`src/logic/dscg_consts.svh`:
```
// dscg oscillator constants for widths, pipeline stage counts and buffer depths
`ifndef DSCG_CONSTS_SVH
`define DSCG_CONSTS_SVH

// fixed-point operand format, one is 2**DSCG_FRAC
`define DSCG_WIDTH 32
`define DSCG_FRAC 30

// arithmetic pipeline latencies
`define DSCG_MUL_STAGES 3
`define DSCG_ADD_STAGES 1

// issue to result, first adder, multiplier, final adder
`define DSCG_LATENCY (2 * `DSCG_ADD_STAGES + `DSCG_MUL_STAGES)

// number of independent oscillator channels
`define DSCG_CHANNELS 4

// command FIFO depth, also the sender's starting credit count
`define DSCG_CMD_DEPTH 4

// result FIFO depth and the consumer's buffer size
`define DSCG_OUT_DEPTH 4
`define DSCG_OUT_CREDITS 2

`endif

```
`src/logic/dscg_pkg.sv`:
```
// dscg oscillator shared types for commands, issue bundles and samples
`include "dscg_consts.svh"

package dscg_pkg;

	// signed fixed point, DSCG_FRAC fraction bits
	typedef logic signed [`DSCG_WIDTH-1:0] sample_t;

	typedef logic [$clog2(`DSCG_CHANNELS)-1:0] chan_t;

	typedef enum logic [1:0]
	{
		SET_COEF  = 2'd0,
		SET_STATE = 2'd1,
		STEP      = 2'd2
	} cmd_op_e;

	// SET_COEF takes a as c, SET_STATE takes a as s1 and b as s2
	typedef struct packed
	{
		cmd_op_e op;
		chan_t   chan;
		sample_t a;
		sample_t b;
	} cmd_t;

	// one channel's coefficient and state, sent to execute
	typedef struct packed
	{
		chan_t   chan;
		sample_t c;
		sample_t s1;
		sample_t s2;
	} issue_t;

	// rides beside the arithmetic to mark valid results
	typedef struct packed
	{
		logic  valid;
		chan_t chan;
	} tag_t;

	typedef struct packed
	{
		chan_t   chan;
		sample_t s1;
		sample_t s2;
	} sample_pair_t;

endpackage

```
`src/logic/dscg_decode.sv`:
```
// command decoder with per-channel coefficient and state, hazard stall and issue
`include "dscg_consts.svh"

module dscg_decode (
	input  logic                   clock,
	input  logic                   rst,
	input  dscg_pkg::cmd_t         cmd,
	input  logic                   cmd_empty,
	input  dscg_pkg::sample_pair_t res,
	input  logic                   res_valid,
	input  logic                   slot_free,
	output logic                   cmd_pop,
	output dscg_pkg::issue_t       issue,
	output logic                   issue_valid
);

	localparam int SLOT_W = $clog2(`DSCG_OUT_DEPTH + 1);

	dscg_pkg::sample_t c_q [`DSCG_CHANNELS];
	dscg_pkg::sample_t s1_q [`DSCG_CHANNELS];
	dscg_pkg::sample_t s2_q [`DSCG_CHANNELS];
	logic [`DSCG_CHANNELS-1:0] busy_q;
	logic [SLOT_W-1:0] slots_q;
	logic is_step;
	logic head_busy;
	logic wb_hit;

	assign is_step = (cmd.op == dscg_pkg::STEP);
	assign head_busy = busy_q[cmd.chan];
	assign wb_hit = res_valid && (res.chan == cmd.chan);

	// every command waits while its channel is in flight, keeping strict order
	always_comb
	begin
		cmd_pop = 1'b0;
		if (!cmd_empty && !head_busy)
		begin
			if (is_step)
			begin
				cmd_pop = (slots_q != '0) && !wb_hit;
			end
			else
			begin
				cmd_pop = 1'b1;
			end
		end
	end

	assign issue_valid = cmd_pop && is_step;

	always_comb
	begin
		issue.chan = cmd.chan;
		issue.c = c_q[cmd.chan];
		issue.s1 = s1_q[cmd.chan];
		issue.s2 = s2_q[cmd.chan];
	end

	always_ff @(posedge clock)
	begin
		if (rst)
		begin
			for (int i = 0; i < `DSCG_CHANNELS; i++)
			begin
				c_q[i] <= '0;
				s1_q[i] <= '0;
				s2_q[i] <= '0;
			end
			busy_q <= '0;
			slots_q <= SLOT_W'(`DSCG_OUT_DEPTH);
		end
		else
		begin
			// writeback from execute, never the same channel as a popped command
			if (res_valid)
			begin
				s1_q[res.chan] <= res.s1;
				s2_q[res.chan] <= res.s2;
				busy_q[res.chan] <= 1'b0;
			end
			if (cmd_pop)
			begin
				case (cmd.op)
					dscg_pkg::SET_COEF:
					begin
						c_q[cmd.chan] <= cmd.a;
					end
					dscg_pkg::SET_STATE:
					begin
						s1_q[cmd.chan] <= cmd.a;
						s2_q[cmd.chan] <= cmd.b;
					end
					dscg_pkg::STEP:
					begin
						busy_q[cmd.chan] <= 1'b1;
					end
					default:
					begin
					end
				endcase
			end
			// a result slot is reserved at issue and returned when result pops it
			slots_q <= slots_q - SLOT_W'(issue_valid) + SLOT_W'(slot_free);
		end
	end

endmodule

```
`config.mk`:
```
export PLATFORM = sky130hd
export DESIGN_NAME = dscg_decode
export DESIGN_NICKNAME = d
export VERILOG_FILES = /design/src/logic/dscg_pkg.sv /design/src/logic/dscg_decode.sv
export VERILOG_INCLUDE_DIRS = /design/src /design/src/logic
export SDC_FILE = /design/constraint.sdc
export NUM_CORES = 1
export LEC_CHECK = 0
export BUFFER_PORTS_ARGS = -buffer_cell sky130_fd_sc_hd__clkbuf_2
export CAP_MARGIN = 30
export CORE_ASPECT_RATIO = 1.25
export CORE_MARGIN = 4
export CORE_UTILIZATION = 54
export CTS_BUF_LIST = sky130_fd_sc_hd__clkbuf_4
export DETAILED_ROUTE_END_ITERATION = 6
export GPL_TIMING_DRIVEN = 0
export PLACE_DENSITY = 0.75
export REMOVE_ABC_BUFFERS = 1
export SYNTH_ARGS = -nofsm -noshare
export SYNTH_HDL_FRONTEND = slang
export SYNTH_SLANG_ARGS = --single-unit
export TNS_END_PERCENT = 20
```
`constraint.sdc`:
```
create_clock -name clock -period 3.19 [get_ports clock]
set_input_delay 0.1595 -clock clock [delete_from_list [all_inputs] [get_ports clock]]
set_output_delay 0.1595 -clock clock [all_outputs]
set_load 0.02 [all_outputs]
```
==> flow_summary.yaml <==
run_status:
  status: "completed"
detailed_routing:
  drc: 0
  wl_um: 51900
  vias_per_cell: 5.951
  drt_pass1_iterations: 7
  antenna_left: 0
  first_iter_violations: 1317
  num_vias: 13914
  wl_per_cell_um: 22.20
logic_synthesis:
  synth_seq_cells: 391
  yosysSeqAreaShare_pct: 62.53
  yosys.area_share.simple_pct: 12.13
  synthMostInstantiatedCell: "edfxtp_1"
  syn_avg_cell_area_um2: 13.56
  async_reset_ff_share_pct: 0
  syn_area_um2: 18670
  syn_inst: 1377
  synth.distinct_cells: 38
  synth_commonest_cells: "384 x edfxtp_1, 325 x nand2_1, 192 x o31ai_1"
  yosys.area_share.adder_pct: 0.2413
  synth_compound_area_share_pct: 9.981
  synth_largest_area_cell: "edfxtp_1"
  synth_xor_area_share_pct: 0.1877
  synthTopCellsByArea: "edfxtp_1 62%, mux4_2 12%, o31ai_1 7.7%"
  synth_top_family_by_area: "simple AND/OR/NAND/NOR gates"
  synth-edff-count: 384
  ys.flop_type: "edfxtp_1"
  synth_top_area_share_pct: 61.78
  yosys_warnings: 0
  synth_mux_area_share_pct: 11.72
worst_setup_path:
  reg2reg_slack_ns: 0.16
  cp.required_ns: 3.56
  critPathLaunchType: "input port"
  critical_path_arrival_ns: 3.51
  r2r_start: "busy_q[2]"
  r2r-end: "s2_q[0][21]"
  critPathCaptureType: "register"
  crit_fanout: 73
  critPathKind: "in -> reg"
  r2r_cells: 6
clock_network:
  clockBufferDepth: 3
  path_clk_slew_ns: 0.07
  h-tree-depth: 3
  clk_latency_ns: 0.72
  tritoncts: "built"
  cts-root-buf: "clkbuf_4"
  clkSinkCount: 391
  cts_buffers: 95
global_route:
  grt_pass1_vias: 14510
  grt_pass1_wl_um: 80040
  antenna_found_initial: 3
  grt.total_usage_pct: 27.14
  grt-ovfl-total: 0
  grt_max_degree: 74
cells_and_area:
  syn_to_final_growth_pct: 26.73
  stdcell_count: 2338
  num-fill-cells: 2194
  fin_area_um2: 23660
  fin_nets: 1958
  drive_gt1_share_pct: 28.55
min_path:
  whs_endpoint: "busy_q[2]"
  hold_depth: 3
  worstHoldStart: "res[65]"
  hold_path_class: "in -> reg"
die:
  die_x_um: 174.3
  rows: 75
  ioPinCount: 239
  fp.dieArea_um2: 37620
  core_area_um2: 33880
  die_h_um: 215.9
  initial_core_util_pct: 55.10
pwr:
  power_density_nw_per_um2: 485.7
  leakage_nw: 8.811
  ir_drop_mv: 0.3261
place:
  placed_cells: 1987
  hpwl_um: 29330
  placed_area_um2: 20570
  port-buffer-count: 238
  gp_congestion: 0.7263
timing:
  fin_hold_ws_ns: 0.08711
  fmax_ghz: 0.3177
  rsz0062_at_grt: "false"
  relSlewSlack_pct: 34.58
  setup_viol: 0
  timing.final.max_slew_violations: 0
  finClkSkew_ns: 0.02936
  period_share_pct: 98.66
  tightestPinTransition_ns: 0.9812
  hold_viol_final: 0
  min_period_ns: 3.147
job:
  drv_cap: 0
## metal layers
| layer | track usage (%) | vias to the layer above | part of all wire (%) |
|---|---|---|---|
| li1 | - | 6169 | - |
| met1 | 33.66 | 6733 | 35 |
| met2 | 46.57 | 874 | 52 |
| met3 | 5.688 | 134 | 9.8 |
| met4 | 11.25 | 4 | 3.0 |
| met5 | 0 | - | 0.048 |
## state kept, by name, indices dropped and copies added, names as in the netlist
name     count
s1_q       128
busy_q       4
c_q        128
s2_q       128
slots_q      3
## power breakdown
part           switching, mW  total (mW)  leakage [nW]  internal, mW
combinational          0.892        1.53          4.19         0.637
clock                   1.91        3.87         0.668          1.96
sequential            0.0897        6.09          3.96          6.00
total                   2.90        11.5          8.81          8.59
## cell families (layout without fill, tap and decap cells)
kind of cell               Yosys count  in the layout
muxes                               98             98
adders and majority gates            3              3
buffers and inverters              129            625
xor gates and xnor gates             4              4
AOI/OAI and AO/OA                  268            268
other                                0              2
and+or+nand+nor                    484            485
DFF                                391            391
## repair_timing
| item | CTS | global route |
|---|---|---|
| hold endpoints to repair | 391 | 0 |
| setup buffers | 0 | 0 |
| endpoints found under the setup margin | 0 | 36 |
| hold buffers | 191 | 0 |
| resized for setup | 0 | 1 |
## how the worst max path moves through the flow
stage               startpoint     endpoint  slack, ns
finish                     rst  s2_q[3][24]       0.04
global route               rst  s2_q[3][24]       0.01
CTS                        rst  s2_q[2][31]       0.07
detailed placement     cmd[65]  s2_q[2][21]      -0.31
global placement       cmd[64]  s2_q[1][19]     -13.26
floorplan              cmd[67]   s1_q[1][0]      -4.75
## stage by stage
stage                     setup slack (ns)  util, %  setup TNS [ns]  power (mW)
final                              0.04267    69.83               0       11.49
after global routing               0.01373    69.82               0       12.00
after CTS                          0.06691    69.63               0       11.55
after detailed placement           -0.3069    60.72          -20.00       7.552
after global placement              -13.26    58.65        -4872.75       7.508
after floorplan                     -4.753        -         -844.32       6.894
## critical path: stages
cell           delay [ns]
dlygate4sd3_1        0.53
clkbuf_2             0.27
nor3b_2              0.57
and2_4               0.70
buf_16               0.33
nand2b_4             0.56
buf_16               0.31
## cell type report
type	instances	area, um2	area share [%]
diodes	2	5.005	0.02116
clock buffers	138	1036	4.380
clock inverters	17	68.82	0.2909
inverters	9	33.78	0.1428
multi-input cells	858	6499	27.47
flip-flops and latches	391	11670	49.34
well taps	462	578.1	2.444
repair buffers	461	3764	15.91
## placed cells by master (no fill, tap or decap), drive strengths merged, types with 2 or more instances in the layout
master and n:
and2 129, clkinv 14, nor2 4, clkbuf 376, edfxtp 384, nor3 3, diode 2, a32o 3
or2 3, dlygate4sd3 191, nor2b 3, o31ai 192, ha 2, mux4 96, nand2b 7, dfxtp 7
o21ai 64, nor4 4, inv 11, nand2 325, a31oi 5, and4b 2, buf 32, xnor2 4
Note: power is estimated with default switching activity, not from simulation.
