==> config.mk <==
export PLATFORM = sky130hd
export DESIGN_NAME = dscg_result
export DESIGN_NICKNAME = d
export VERILOG_FILES = /design/src/logic/dscg_pkg.sv /design/src/logic/credit_fifo.sv /design/src/logic/dscg_result.sv
export VERILOG_INCLUDE_DIRS = /design/src /design/src/logic
export SDC_FILE = /design/constraint.sdc
export NUM_CORES = 1
export LEC_CHECK = 0
export ABC_AREA = 0
export BUFFER_PORTS_ARGS = -buffer_cell sky130_fd_sc_hd__buf_2
export CAP_MARGIN = 15
export CORE_ASPECT_RATIO = 1.25
export CORE_MARGIN = 2
export CORE_UTILIZATION = 44
export CTS_CLUSTER_DIAMETER = 100
export DETAILED_ROUTE_END_ITERATION = 8
export PLACE_DENSITY_LB_ADDON = 0.3
export SLEW_MARGIN = 40
export SYNTH_ARGS = -nofsm -noshare
export SYNTH_HDL_FRONTEND = slang
export SYNTH_SLANG_ARGS = --single-unit
export TNS_END_PERCENT = 100
==> constraint.sdc <==
create_clock -name clock -period 6.6 [get_ports clock]
set_clock_uncertainty 0.05 [all_clocks]
set_input_delay 0.66 -clock clock [delete_from_list [all_inputs] [get_ports clock]]
set_output_delay 0.66 -clock clock [all_outputs]
set_load 0.05 [all_outputs]
==> src/logic/dscg_consts.svh <==
// dscg oscillator constants for widths, pipeline stage counts and buffer depths
`ifndef DSCG_CONSTS_SVH
`define DSCG_CONSTS_SVH

// fixed-point operand format, one is 2**DSCG_FRAC
`define DSCG_WIDTH 32
`define DSCG_FRAC 30

// arithmetic pipeline latencies
`define DSCG_MUL_STAGES 3
`define DSCG_ADD_STAGES 1

// issue to result, first adder, multiplier, final adder
`define DSCG_LATENCY (2 * `DSCG_ADD_STAGES + `DSCG_MUL_STAGES)

// number of independent oscillator channels
`define DSCG_CHANNELS 4

// command FIFO depth, also the sender's starting credit count
`define DSCG_CMD_DEPTH 4

// result FIFO depth and the consumer's buffer size
`define DSCG_OUT_DEPTH 4
`define DSCG_OUT_CREDITS 2

`endif

==> src/logic/dscg_pkg.sv <==
// dscg oscillator shared types for commands, issue bundles and samples
`include "dscg_consts.svh"

package dscg_pkg;

	// signed fixed point, DSCG_FRAC fraction bits
	typedef logic signed [`DSCG_WIDTH-1:0] sample_t;

	typedef logic [$clog2(`DSCG_CHANNELS)-1:0] chan_t;

	typedef enum logic [1:0]
	{
		SET_COEF  = 2'd0,
		SET_STATE = 2'd1,
		STEP      = 2'd2
	} cmd_op_e;

	// SET_COEF takes a as c, SET_STATE takes a as s1 and b as s2
	typedef struct packed
	{
		cmd_op_e op;
		chan_t   chan;
		sample_t a;
		sample_t b;
	} cmd_t;

	// one channel's coefficient and state, sent to execute
	typedef struct packed
	{
		chan_t   chan;
		sample_t c;
		sample_t s1;
		sample_t s2;
	} issue_t;

	// rides beside the arithmetic to mark valid results
	typedef struct packed
	{
		logic  valid;
		chan_t chan;
	} tag_t;

	typedef struct packed
	{
		chan_t   chan;
		sample_t s1;
		sample_t s2;
	} sample_pair_t;

endpackage

==> src/logic/credit_fifo.sv <==
// circular FIFO that pulses a credit back to the sender on every pop
module credit_fifo #(
	parameter type T = logic [7:0],
	parameter int DEPTH = 4
) (
	input  logic clock,
	input  logic rst,
	input  logic push,
	input  T     push_data,
	input  logic pop,
	output T     pop_data,
	output logic empty,
	output logic credit
);

	localparam int PTR_W = (DEPTH > 1) ? $clog2(DEPTH) : 1;
	localparam int CNT_W = $clog2(DEPTH + 1);

	T mem [DEPTH];
	logic [PTR_W-1:0] wr_ptr;
	logic [PTR_W-1:0] rd_ptr;
	logic [CNT_W-1:0] count;
	logic full;
	logic push_ok;
	logic pop_ok;

	assign empty = (count == '0);
	assign full = (count == CNT_W'(DEPTH));
	assign push_ok = push && !full;
	assign pop_ok = pop && !empty;

	// show-ahead read of the head entry
	assign pop_data = mem[rd_ptr];
	assign credit = pop_ok;

	always_ff @(posedge clock)
	begin
		if (push_ok)
		begin
			mem[wr_ptr] <= push_data;
		end
	end

	always_ff @(posedge clock)
	begin
		if (rst)
		begin
			wr_ptr <= '0;
			rd_ptr <= '0;
			count <= '0;
		end
		else
		begin
			if (push_ok)
			begin
				wr_ptr <= (wr_ptr == PTR_W'(DEPTH - 1)) ? '0 : wr_ptr + 1'b1;
			end
			if (pop_ok)
			begin
				rd_ptr <= (rd_ptr == PTR_W'(DEPTH - 1)) ? '0 : rd_ptr + 1'b1;
			end
			count <= count + CNT_W'(push_ok) - CNT_W'(pop_ok);
		end
	end

endmodule

==> src/logic/dscg_result.sv <==
// result buffer that forwards samples to the consumer under credits
`include "dscg_consts.svh"

module dscg_result (
	input  logic                   clock,
	input  logic                   rst,
	input  dscg_pkg::sample_pair_t res,
	input  logic                   res_valid,
	input  logic                   out_credit,
	output dscg_pkg::sample_pair_t out_sample,
	output logic                   out_valid,
	output logic                   slot_free
);

	localparam int CRED_W = $clog2(`DSCG_OUT_CREDITS + 1);

	dscg_pkg::sample_pair_t head;
	logic empty;
	logic pop;
	logic [CRED_W-1:0] credits_q;

	credit_fifo #(
		.T(dscg_pkg::sample_pair_t),
		.DEPTH(`DSCG_OUT_DEPTH)
	) u_out_fifo (
		.clock(clock),
		.rst(rst),
		.push(res_valid),
		.push_data(res),
		.pop(pop),
		.pop_data(head),
		.empty(empty),
		.credit(slot_free)
	);

	// send only while the consumer has room
	assign pop = !empty && (credits_q != '0);

	always_ff @(posedge clock)
	begin
		out_sample <= head;
	end

	always_ff @(posedge clock)
	begin
		if (rst)
		begin
			out_valid <= 1'b0;
			credits_q <= CRED_W'(`DSCG_OUT_CREDITS);
		end
		else
		begin
			out_valid <= pop;
			credits_q <= credits_q - CRED_W'(pop) + CRED_W'(out_credit);
		end
	end

endmodule

==> summary.md <==
| Metric | Value |
|---|---|
| Root Buffer | `clkbuf_16` |
| Yosys cell types | `26` |
| Worst r2r src | `u_out_fifo.count[2]` |
| Placer Congestion | `0.728` |
| DRT Wirelength | `19300 µm` |
| Flop-to-flop setup slack | `4290 ps` |
| Dpl hpwl | `12700 µm` |
| Clock Sinks | `340` |
| Synth Area in XOR/XNOR | `0.00307` |
| Vias | `4904` |
| Cts-stage hold buffer count | `0` |
| Hold Crit Depth | `1` |
| CTS Buffer Depth | `3` |
| Critical Path Fanout Max | `5` |
| Count of final hold-check violations | `0` |
| Worst Hold End | `u_out_fifo.mem[0][23]` |
| DIE AREA | `0.0273 mm²` |
| Number of synthesized flops with an enable pin | `264` |
| Crit path launch type | `register` |
| Vias per Instance | `4.93` |
| Synth top cells by count | `264 x edfxtp_1, 76 x dfxtp_1, 66 x mux4_2` |
| Sequential Power Share | `0.441` |
| Share of layout cells above drive strength 1 | `0.417` |
| Max IR drop VDD | `0.000267 V` |
| Routed length per placed instance | `19.4 µm` |
| First-pass GRT wire length | `29300 µm` |
| Tmin final | `2510 ps` |
| GR Overflow Total | `0` |
| Worst setup EP type | `output pin` |
| P&R area growth vs syn | `19.9%` |
| Clock power frac | `0.278` |
| Post-Synth Adder-Cell Area | `0.0116` |
| Ys async rst share | `0` |
| Tcrit/Tclk final | `0.381` |
| Yosys top cell area share | `0.694` |
| Initial antenna violation count | `4` |
| Die X-Extent | `148 µm` |
| Num rows | `65` |
| Slew HR | `0.557` |
| Largest family of logic cells by synthesized area | `multiplexers` |
| FF-to-FF path depth | `8` |
| Core Area | `0.0254 mm²` |
| Largest net degree at the start of global routing | `54` |
| Sw Share | `0.326` |
| Status | `completed` |
| P_leak | `4.76 nW` |
| Crit path DAT | `1800 ps` |
| DRT iter0 DRCs | `237` |
| Core Util, Final | `0.540` |
| Int Power | `4.43 mW` |
| Pwr Density | `480 mW/mm²` |
| Simple-Gate Fraction of Synth Area | `0.00810` |
| # IOs | `138` |
| Placed cells | `936` |
| Cts repair resizes | `0` |
| Most common cell in the netlist | `edfxtp_1` |
| Sequential area share after synthesis | `0.827` |
| Syn nets | `549` |
| Remaining antenna violation count after routing | `0` |
| Slew of the pin with the lowest slew margin | `665 ps` |
| Fmax | `0.398 GHz` |
| Top cells by area, synth | `edfxtp_1 69%, dfxtp_1 13%, mux4_2 13%` |
| Syn Area/Cell | `24.4 µm²` |
| CTS clk-pin slew, worst paths | `60 ps` |
| Worst skew pair latency | `540 ps` |
| Combinational fraction of design power | `0.281` |
| Ys flop type | `edfxtp_1` |
| Fin. max-slew vios | `0` |
| Area leader, netlist | `edfxtp_1` |
| Vias in the first global route | `5296` |
| Hold Startpoint | `res[23]` |
| Minimum hold slack | `288 ps` |
| # setup viols final | `0` |
| DRC | `0` |
| Gr usage total | `0.142` |
| Mux share of post-synthesis cell area | `0.133` |
| Synth Register Bits | `340` |
| CTS tree | `built` |
| H-tree Lvls | `1` |
| Mapped cell area | `0.0114 mm²` |
| Num CTS Buffers | `31` |
| Max_cap viols | `0` |
| Setup TNS | `0 ps` |
| Crit Path Class | `reg -> out` |
| Final non-filler cell total | `995` |
| Chip Height | `184 µm` |
| Net Sw Power | `2.14 mW` |
| Synth warn | `0` |
| Post-Synthesis Cells | `469` |
| Reg-to-reg endpoint | `u_out_fifo.count[2]` |
| Pwr Total | `6.58 mW` |
| Nets | `714` |
| Initial core utilization | `0.450` |
| First-pass DRT Iterations | `4` |
| Hold Crit Class | `in -> reg` |
| Setup bufs post-CTS | `0` |
| Port buffer count | `137` |
| Crit path required time | `5890 ps` |
| Synth Area in Compound Gates | `0.00296` |
| RSZ-0062 raised after global routing | `false` |
final cells by class:
class | instances | area [µm²]
Tap cell | 335 | 419
Clock buffer | 33 | 793
Multi-Input combinational cell | 103 | 1820
Inverter | 10 | 37.5
Fill cell | 1962 | 11700
Clock inverter | 23 | 268
Sequential cell | 340 | 9460
Timing Repair Buffer | 148 | 900
Antenna cell | 3 | 7.51
layout by cell type (no fill, tap or decap), drive strengths merged, types with 4 or more instances in the layout:
| master | Yosys | final |
|---|---|---|
| bufinv | 0 | 6 |
| clkinv | 0 | 14 |
| nor2 | 4 | 4 |
| dfxtp | 76 | 76 |
| and2 | 4 | 4 |
| ha | 9 | 9 |
| buf | 15 | 147 |
| mux4 | 66 | 66 |
| clkbuf | 1 | 34 |
| edfxtp | 264 | 264 |
| inv | 10 | 10 |
power groups by stage:
stage | clock (mW) | sequential (mW) | combinational [mW]
global route | 1.95 | 2.95 | 1.95
finish | 1.83 | 2.90 | 1.85
floorplan | 0 | 3.65 | 0.698
global placement | 0 | 3.01 | 1.74
CTS | 1.87 | 2.92 | 1.88
detailed placement | 0 | 2.96 | 1.88
stage by stage:
step	setup WS (ps)	cell area [µm²]
3_3_place_gp	4090	12400
5_1_grt	4010	13700
2_1_floorplan	3550	11400
4_1_cts	4060	13700
3_5_place_dp	4170	12600
6_report	4090	13700
sequential cells by signal, summed over array words and instances (netlist names):
name	count
u_out_fifo.count	3
out_sample	66
u_out_fifo.rd_ptr	2
credits_q	2
u_out_fifo.mem	264
u_out_fifo.wr_ptr	2
out_valid	1
worst max-delay path: stages, from the launching register on:
cell,delay (ps)
dfxtp_1,350
o32ai_2,500
inv_1,160
buf_2,250
worst max-delay path by stage:
stage	cells after the start	startpoint	slack [ps]	endpoint
6_report	3	u_out_fifo.count[2]	4090	slot_free
5_1_grt	3	u_out_fifo.count[2]	4010	slot_free
4_1_cts	3	u_out_fifo.count[2]	4060	slot_free
3_5_place_dp	6	res_valid	4170	u_out_fifo.mem[3][35]
3_3_place_gp	4	res_valid	4090	u_out_fifo.mem[1][52]
2_1_floorplan	3	res_valid	3550	u_out_fifo.mem[0][0]
layer usage:
layer | routed length (µm) | vias up | global-route usage
met4 | 387 | 2 | 0.0461
met2 | 10600 | 104 | 0.264
li1 | - | 2238 | -
met1 | 7550 | 2532 | 0.165
met5 | 7 | - | 0
met3 | 820 | 28 | 0.0265
logic make-up (layout without fill, tap and decap cells):
| logic type | Yosys count | count (layout) |
|---|---|---|
| adders and majority gates | 10 | 10 |
| and+or+nand+nor | 17 | 17 |
| other | 0 | 3 |
| muxes | 69 | 69 |
| AOI/OAI and AO/OA | 3 | 3 |
| buffers and inverters | 26 | 214 |
| DFF | 340 | 340 |
| xor gates and xnor gates | 4 | 4 |
No activity file was read; power rests on OpenSTA's default activity.
