==> src/logic/credit_fifo.sv <==
// circular FIFO that pulses a credit back to the sender on every pop
module credit_fifo #(
	parameter type T = logic [7:0],
	parameter int DEPTH = 4
) (
	input  logic clock,
	input  logic rst,
	input  logic push,
	input  T     push_data,
	input  logic pop,
	output T     pop_data,
	output logic empty,
	output logic credit
);

	localparam int PTR_W = (DEPTH > 1) ? $clog2(DEPTH) : 1;
	localparam int CNT_W = $clog2(DEPTH + 1);

	T mem [DEPTH];
	logic [PTR_W-1:0] wr_ptr;
	logic [PTR_W-1:0] rd_ptr;
	logic [CNT_W-1:0] count;
	logic full;
	logic push_ok;
	logic pop_ok;

	assign empty = (count == '0);
	assign full = (count == CNT_W'(DEPTH));
	assign push_ok = push && !full;
	assign pop_ok = pop && !empty;

	// show-ahead read of the head entry
	assign pop_data = mem[rd_ptr];
	assign credit = pop_ok;

	always_ff @(posedge clock)
	begin
		if (push_ok)
		begin
			mem[wr_ptr] <= push_data;
		end
	end

	always_ff @(posedge clock)
	begin
		if (rst)
		begin
			wr_ptr <= '0;
			rd_ptr <= '0;
			count <= '0;
		end
		else
		begin
			if (push_ok)
			begin
				wr_ptr <= (wr_ptr == PTR_W'(DEPTH - 1)) ? '0 : wr_ptr + 1'b1;
			end
			if (pop_ok)
			begin
				rd_ptr <= (rd_ptr == PTR_W'(DEPTH - 1)) ? '0 : rd_ptr + 1'b1;
			end
			count <= count + CNT_W'(push_ok) - CNT_W'(pop_ok);
		end
	end

endmodule

==> config.mk <==
export PLATFORM = sky130hd
export DESIGN_NAME = credit_fifo
export DESIGN_NICKNAME = d
export VERILOG_FILES = /design/src/logic/credit_fifo.sv
export SDC_FILE = /design/constraint.sdc
export NUM_CORES = 1
export LEC_CHECK = 0
export ABC_AREA = 1
export BUFFER_PORTS_ARGS = -buffer_cell sky130_fd_sc_hd__buf_2
export CAP_MARGIN = 20
export CORE_ASPECT_RATIO = 1.25
export CORE_MARGIN = 4
export CORE_UTILIZATION = 55
export CTS_CLUSTER_DIAMETER = 200
export DETAILED_ROUTE_END_ITERATION = 10
export PLACE_DENSITY_LB_ADDON = 0.05
export SYNTH_ARGS = -nofsm -noshare
export SYNTH_HDL_FRONTEND = slang
export SYNTH_SLANG_ARGS = --single-unit
export TNS_END_PERCENT = 10
==> constraint.sdc <==
create_clock -name clock -period 2 [get_ports clock]
set_clock_uncertainty 0.1 [all_clocks]
set_input_delay 0.3 -clock clock [delete_from_list [all_inputs] [get_ports clock]]
set_output_delay 0.3 -clock clock [all_outputs]
set_load 0.02 [all_outputs]
==> impl_metrics.yaml, run 1 <==
outcome:
  status: "complete, no violations"
final_layout:
  area_growth_pct: 16.10
  layout_common_cells: "32 x edfxtp_1, 30 x nor2_1, 21 x buf_2"
  post-route-util_pct: 66.48
  drive_gt1_share_pct: 29.38
  final_nets: 196
  mostFrequentLayoutCell: "edfxtp_1"
  antennaDiodeCount: 0
pwr:
  power.share.clock_pct: 15.2
  leakage_nw: 0.7844
  p_per_area_mw_per_mm2: 1301
  power.internal_w: 0.001595
  combPwrFrac_pct: 38.6
  switching_share_pct: 37.37
  ir_drop_uv: 908.0
  p_seq_share_pct: 46.2
  power.total_w: 0.002547
  p_sw_w: 0.0009518
critical_path:
  cp-start-kind: "flip-flop"
  crit_chain: "nor2_4 -> nand2_2 -> inv_2 -> nor2_2 -> ha_1 -> inv_1 -> ha_1 -> fa_2 -> inv_1 -> nor2_1"
  worstPathMaxFanout: 3
  r2r_cells: 10
  worstPathRequired_ns: 2.18
  slowest_stage: "fa_2"
  crit_path_max_incr_delay_ns: 0.51
  rrSetupSlack_ns: 0.11
  timing.rr.end: "count[1]"
  cp.arrival_ns: 2.08
  path_class: "flip-flop to flip-flop"
  critPathCaptureType: "flip-flop"
  r2r-start: "count[1]"
yosys:
  ys_ff_latch: 41
  avgSynthCellArea_sq_um: 11.88
  yosysUniqueCellTypes: 19
  synthFlopType: "edfxtp_1"
  netlist_instances: 142
  synth_edf_count: 32
  syn-num-nets: 162
  syn_area_sq_mm: 0.001687
  synth_seq_area_share_pct: 67.66
  yosysWarningCount: 0
  synth-async-reset-ratio_pct: 0
hold_path:
  hold_end: "count[0]"
  hold_start: "rst"
  whs_path_depth: 2
  hold_class: "primary input to flip-flop"
global_routing:
  grt_use_total_pct: 15.81
  antenna_found_initial: 0
  grt_start_max_net_pins: 17
  grt_pass1_wl_um: 4733
  overflow: 0
  grt_pass1_vias: 1130
cts:
  root_buffer: "clkbuf_4"
  cts_tree: "done"
  insertion_delay_ns: 0.34
  cts_buffer_depth: 2
  cts_buffers: 5
  clkSlewWorstSetupHoldPaths_ns: 0.12
  clock-sinks: 41
  htreeDepth: 2
die:
  dieHeight_um: 69.92
  fp.dieW_um: 57.53
  rows: 22
  core_area_sq_mm: 0.002945
  die-area_sq_mm: 0.004022
  io_pins: 22
  start_util_pct: 57.26
detailed_routing:
  wirelength_um: 2760
  wl_met1_um: 1037
  drt_iter0_drc: 36
  dr_wl_met3_um: 132
  num_vias: 1087
  met2_length_um: 1531
  wl_per_cell_um: 12.96
  first_pass_iters: 4
  viasPerCell: 5.103
  drc: 0
  antenna_left: 0
  top_layer: "met4"
flow_run:
  cap_violations: 0
timing:
  slew_violations: 0
  max_freq_ghz: 0.5284
  relSlewSlack_pct: 87.61
  fin_crit_sh_pct: 94.63
  setup_violations: 0
  tightestPinTransition_ns: 0.1845
  finalCriticalPeriod_ns: 1.893
  hold_viol: 0
  rsz0062_at_grt: "true"
placement:
  place_congestion: 0.6819
  hpwl_um: 1984
  io_buffers: 21
[stage by stage]
stage                     area, sq um  setup TNS [ns]  std cells  worst slack (ns)  hold WS, ns
after floorplan                  1689       -0.004347        142         -0.004347       0.2712
after global placement           1869               0        204            0.1714       0.3907
after detailed placement         1869               0        204           0.07335       0.3993
after CTS                        1927               0        212          0.006113      0.02113
after global routing             1958        -0.01249        213          -0.01249      0.01384
final                            1958               0        213            0.1074      0.02485
[state kept, by name, indices dropped and copies added (netlist names), named ones only]
register,flops
mem,32
wr_ptr,2
rd_ptr,2
count,3
[cell families (layout without fill, tap and decap cells)]
kind of cell / Yosys count / in the layout / synth area share (%)
fa+ha+maj: 8 / 8 / 6.380
xor+xnor: 1 / 1 / 0.5194
compound gates: 27 / 27 / 9.273
buf+inv: 19 / 54 / 5.119
flops: 41 / 41 / 67.66
simple gates: 46 / 46 / 11.05
[routing by layer]
layer  track usage, %  vias up
met2            28.52       21
met1            15.78      509
li1                 -      550
met4            8.247        0
met3            4.621        7
met5                0        -
[worst max-delay path, delay by kind of cell, from the launching register on]
family | cells | cell delay (ns)
DFF | 1 | 0.38
adders and majority gates | 3 | 0.95
buffers and inverters | 3 | 0.13
and+or+nand+nor | 4 | 0.27
[cell type report]
type,count,area [sq um]
Timing Repair Buffer,29,165.2
Multi-Input combinational cell,82,474.2
Clock buffer,6,41.29
Sequential cell,41,1151
Fill cell,231,987.2
Inverter,17,66.31
Clock inverter,2,15.01
Tap cell,36,45.04
[power groups by stage]
stage | registers [W] | clock network [W] | logic (W)
2_1_floorplan | 0.00115 | 0 | 0.000675
6_report | 0.00118 | 0.000386 | 0.000984
3_5_place_dp | 0.00117 | 0 | 0.000961
3_3_place_gp | 0.00117 | 0 | 0.000913
4_1_cts | 0.00116 | 0.000394 | 0.000963
5_1_grt | 0.00120 | 0.000439 | 0.00113
[cells in the mapped netlist (2+ instances only)]
cell type / instances / share of area [%]
a21oi_1: 3 / 0.89
buf_6: 2 / 1.3
dfxtp_1: 9 / 11
edfxtp_1: 32 / 57
ha_1: 7 / 5.2
inv_1: 16 / 3.6
nand2_1: 9 / 2.0
nand3b_1: 2 / 0.89
nor2_1: 32 / 7.1
o21ai_0: 12 / 3.6
o21ai_2: 3 / 1.6
o22ai_1: 8 / 3.0
[worst max-delay path by stage]
stage	from	to	slack, ns	depth (start not counted)
detailed placement	count[1]	count[1]	0.07	10
finish	count[1]	count[1]	0.11	10
global placement	count[1]	count[2]	0.17	10
floorplan	count[1]	count[1]	-0.004	10
CTS	flip-flop	pop_data[0]	0.006	4
global route	count[0]	count[1]	-0.01	10
[timing repair]
item | CTS | global route
resized for setup | 1 | 12
endpoints found under the setup margin | 1 | 10
cloned | 0 | 0
buffers inserted | 0 | 1
pin swaps | 0 | 1
endpoints found under the hold margin | 0 | 0
hold buffers | 0 | 0
Note: power is estimated with default switching activity, not from simulation.
==> run 2: changes to the inputs <==
--- a/config.mk
+++ b/config.mk
@@ -5,7 +5,6 @@
 export SDC_FILE = /design/constraint.sdc
 export NUM_CORES = 1
 export LEC_CHECK = 0
-export ABC_AREA = 1
 export BUFFER_PORTS_ARGS = -buffer_cell sky130_fd_sc_hd__buf_2
 export CAP_MARGIN = 20
 export CORE_ASPECT_RATIO = 1.25
==> run 2 against run 1 <==
The flow now finishes with violations (setup timing). Critical path depth did not move. Worst hold slack better by 0.041 ns. Core utilization increased by 6.3 points. Largest power group unchanged. Sequential share of layout area fell by 1.7 points. Non-clock buffer count grew 2. Critical endpoint is now count[2]. First-iteration DRC count down 78%. Routed wire length shrank 11%. Highest routed layer unchanged. Maximum frequency decreased by 12%.
==> impl_metrics.yaml, run 2 <==
outcome:
  status: "complete, but fails checks"
  violations: "setup timing"
yosys:
  syn_area_sq_mm: 0.001638
  synth-async-reset-ratio_pct: 0
  netlist_instances: 91
  synth_edf_count: 32
  avgSynthCellArea_sq_um: 18.00
  syn-num-nets: 111
  yosysUniqueCellTypes: 24
  synthTopCellsByCount: "32 x edfxtp_1, 9 x dfxtp_1, 8 x mux4_2, 7 x ha_1, 7 x inv_1"
  synth_seq_area_share_pct: 69.67
  synthFlopType: "edfxtp_1"
  synthTopCellsByArea: "edfxtp_1 59%, dfxtp_1 11%, mux4_2 11%"
  yosysTopAreaCell: "edfxtp_1"
  ys_ff_latch: 41
  yosysMostFrequentCell: "edfxtp_1"
  yosysWarningCount: 0
  yosysTopAreaCellShare_pct: 58.67
placement:
  dpl-instance-area_sq_mm: 0.001877
  place_congestion: 0.7407
  hpwl_um: 1814
  io_buffers: 21
detailed_routing:
  wl_per_cell_um: 15.17
  drt_iter0_drc: 8
  first_pass_iters: 4
  wirelength_um: 2443
  num_vias: 848
  drc: 0
  viasPerCell: 5.267
  antenna_left: 0
final_layout:
  layout_common_cells: "32 x edfxtp_1, 21 x buf_2, 9 x buf_4"
  antennaDiodeCount: 0
  final_nets: 146
  top_regs: "mem: 32 flops, count: 3 flops"
  top_register: "mem"
  area_growth_pct: 22.61
  drive_gt1_share_pct: 51.18
  mostFrequentLayoutCell: "edfxtp_1"
  finalInstanceArea_sq_mm: 0.002008
  largest_reg_flops: 32
timing:
  slew_violations: 0
  max_freq_ghz: 0.4672
  setup_violations: 2
  hold_viol: 0
  relSlewSlack_pct: 75.88
  rsz0062_at_grt: "true"
  fin_ws_ns: -0.1404
  fin_crit_sh_pct: 107.0
  tightestPinTransition_ns: 0.3613
  finalCriticalPeriod_ns: 2.140
  fin_setup_tns_ns: -0.2314
pwr:
  leakage_nw: 0.7646
  ir_drop_uv: 1024
  p_per_area_mw_per_mm2: 1217
critical_path:
  cp-start-kind: "flip-flop"
  crit_start: "count[2]"
  worstPathRequired_ns: 2.15
  path_class: "flip-flop to flip-flop"
  critPathCaptureType: "flip-flop"
  r2r-start: "count[2]"
  cp.arrival_ns: 2.29
  worstPathMaxFanout: 3
die:
  rows: 21
  io_pins: 22
  core_area_sq_mm: 0.002759
  die-area_sq_mm: 0.003920
  fp.dieW_um: 56.81
  start_util_pct: 59.37
  dieHeight_um: 69.01
cts:
  post-cts-setup-buffer-count: 0
  htreeDepth: 2
  insertion_delay_ns: 0.35
  cts_buffers: 5
  clkSlewWorstSetupHoldPaths_ns: 0.11
  cts_tree: "done"
  cts_buffer_depth: 2
  clock-sinks: 41
  root_buffer: "clkbuf_4"
flow_run:
  cap_violations: 0
global_routing:
  antenna_found_initial: 0
  grt_use_total_pct: 14.51
  grt_pass1_wl_um: 4202
  grt_start_max_net_pins: 14
  grt_pass1_vias: 879
  overflow: 0
hold_path:
  hold_class: "primary input to flip-flop"
  hold_start: "push_data[4]"
run 2: cell types whose count changed after synthesis, moves of 3 or more:
cell	previous run	this run
o22ai_1	8	0
o21ai_0	12	0
o21ai_2	3	0
and3_2	0	4
nand2_1	9	1
mux4_2	0	8
nor2_1	32	2
inv_1	16	7
run 2: stage by stage:
step                instances  setup WS [ns]  total power [W]  util, %  hold WS (ns)
global route              161        -0.2045         0.002598    72.79       0.03542
global placement          153        -0.1320         0.001858    68.03        0.3768
detailed placement        153        -0.1760         0.001881    68.03        0.3968
finish                    161        -0.1404         0.002444    72.79       0.06625
floorplan                  91        -0.1710         0.001621        -        0.2989
CTS                       161        -0.1519         0.002422    71.52       0.04958
run 2: path summary, 6_finish.rpt:
kind	endpoint	slack, ns	depth (start not counted)
setup / recovery	count[2]	-0.14	10
hold / removal	mem[1][4]	0.07	1
setup reg to reg	count[2]	-0.14	10
hold reg to reg	flip-flop	0.40	2
run 2: repair_timing:
item                       in CTS  in global routing
hold endpoints to repair        0                  0
hold buffers                    0                  0
pin swaps                       3                  0
setup endpoints to repair       4                 10
resized for setup               1                  7
run 2: area by class of cell:
class / instances / area [sq um]
well taps: 34 / 42.54
clock buffers: 7 / 87.58
repair buffers: 31 / 192.7
fillers: 176 / 750.7
inverters: 7 / 26.28
flip-flops and latches: 41 / 1147
multi-input cells: 40 / 506.7
clock inverters: 1 / 5.005
run 2: critical path, cell delays in order (launching register included):
cell	delay, ns
dfxtp_4	0.38
or3b_4	0.38
and2_4	0.15
inv_2	0.06
ha_4	0.12
inv_2	0.04
ha_4	0.14
fa_2	0.34
xnor2_2	0.14
xnor2_1	0.13
nor2_1	0.05
run 2: per-layer routing:
metal | GRT usage (%) | share of wire (%) | wire (um) | vias to the layer above
met1 | 16.31 | 40 | 980 | 406
li1 | - | - | - | 415
met5 | 0 | 0 | 0 | -
met3 | 5.597 | 5.2 | 128 | 5
met2 | 23.14 | 52 | 1275 | 22
met4 | 8.505 | 2.4 | 58 | 0
run 2: power breakdown:
part           switching (W)  internal (W)  leakage (nW)
logic               0.000382      0.000408         0.345
registers          0.0000639       0.00105         0.368
clock network       0.000256      0.000287        0.0516
total               0.000702       0.00174         0.765
run 2: logic make-up after synthesis:
family | synth area share (%)
xor+xnor | 1.070
compound gates | 1.528
buf+inv | 2.368
mux | 12.22
simple gates | 6.570
fa+ha+maj | 6.570
flops | 69.67
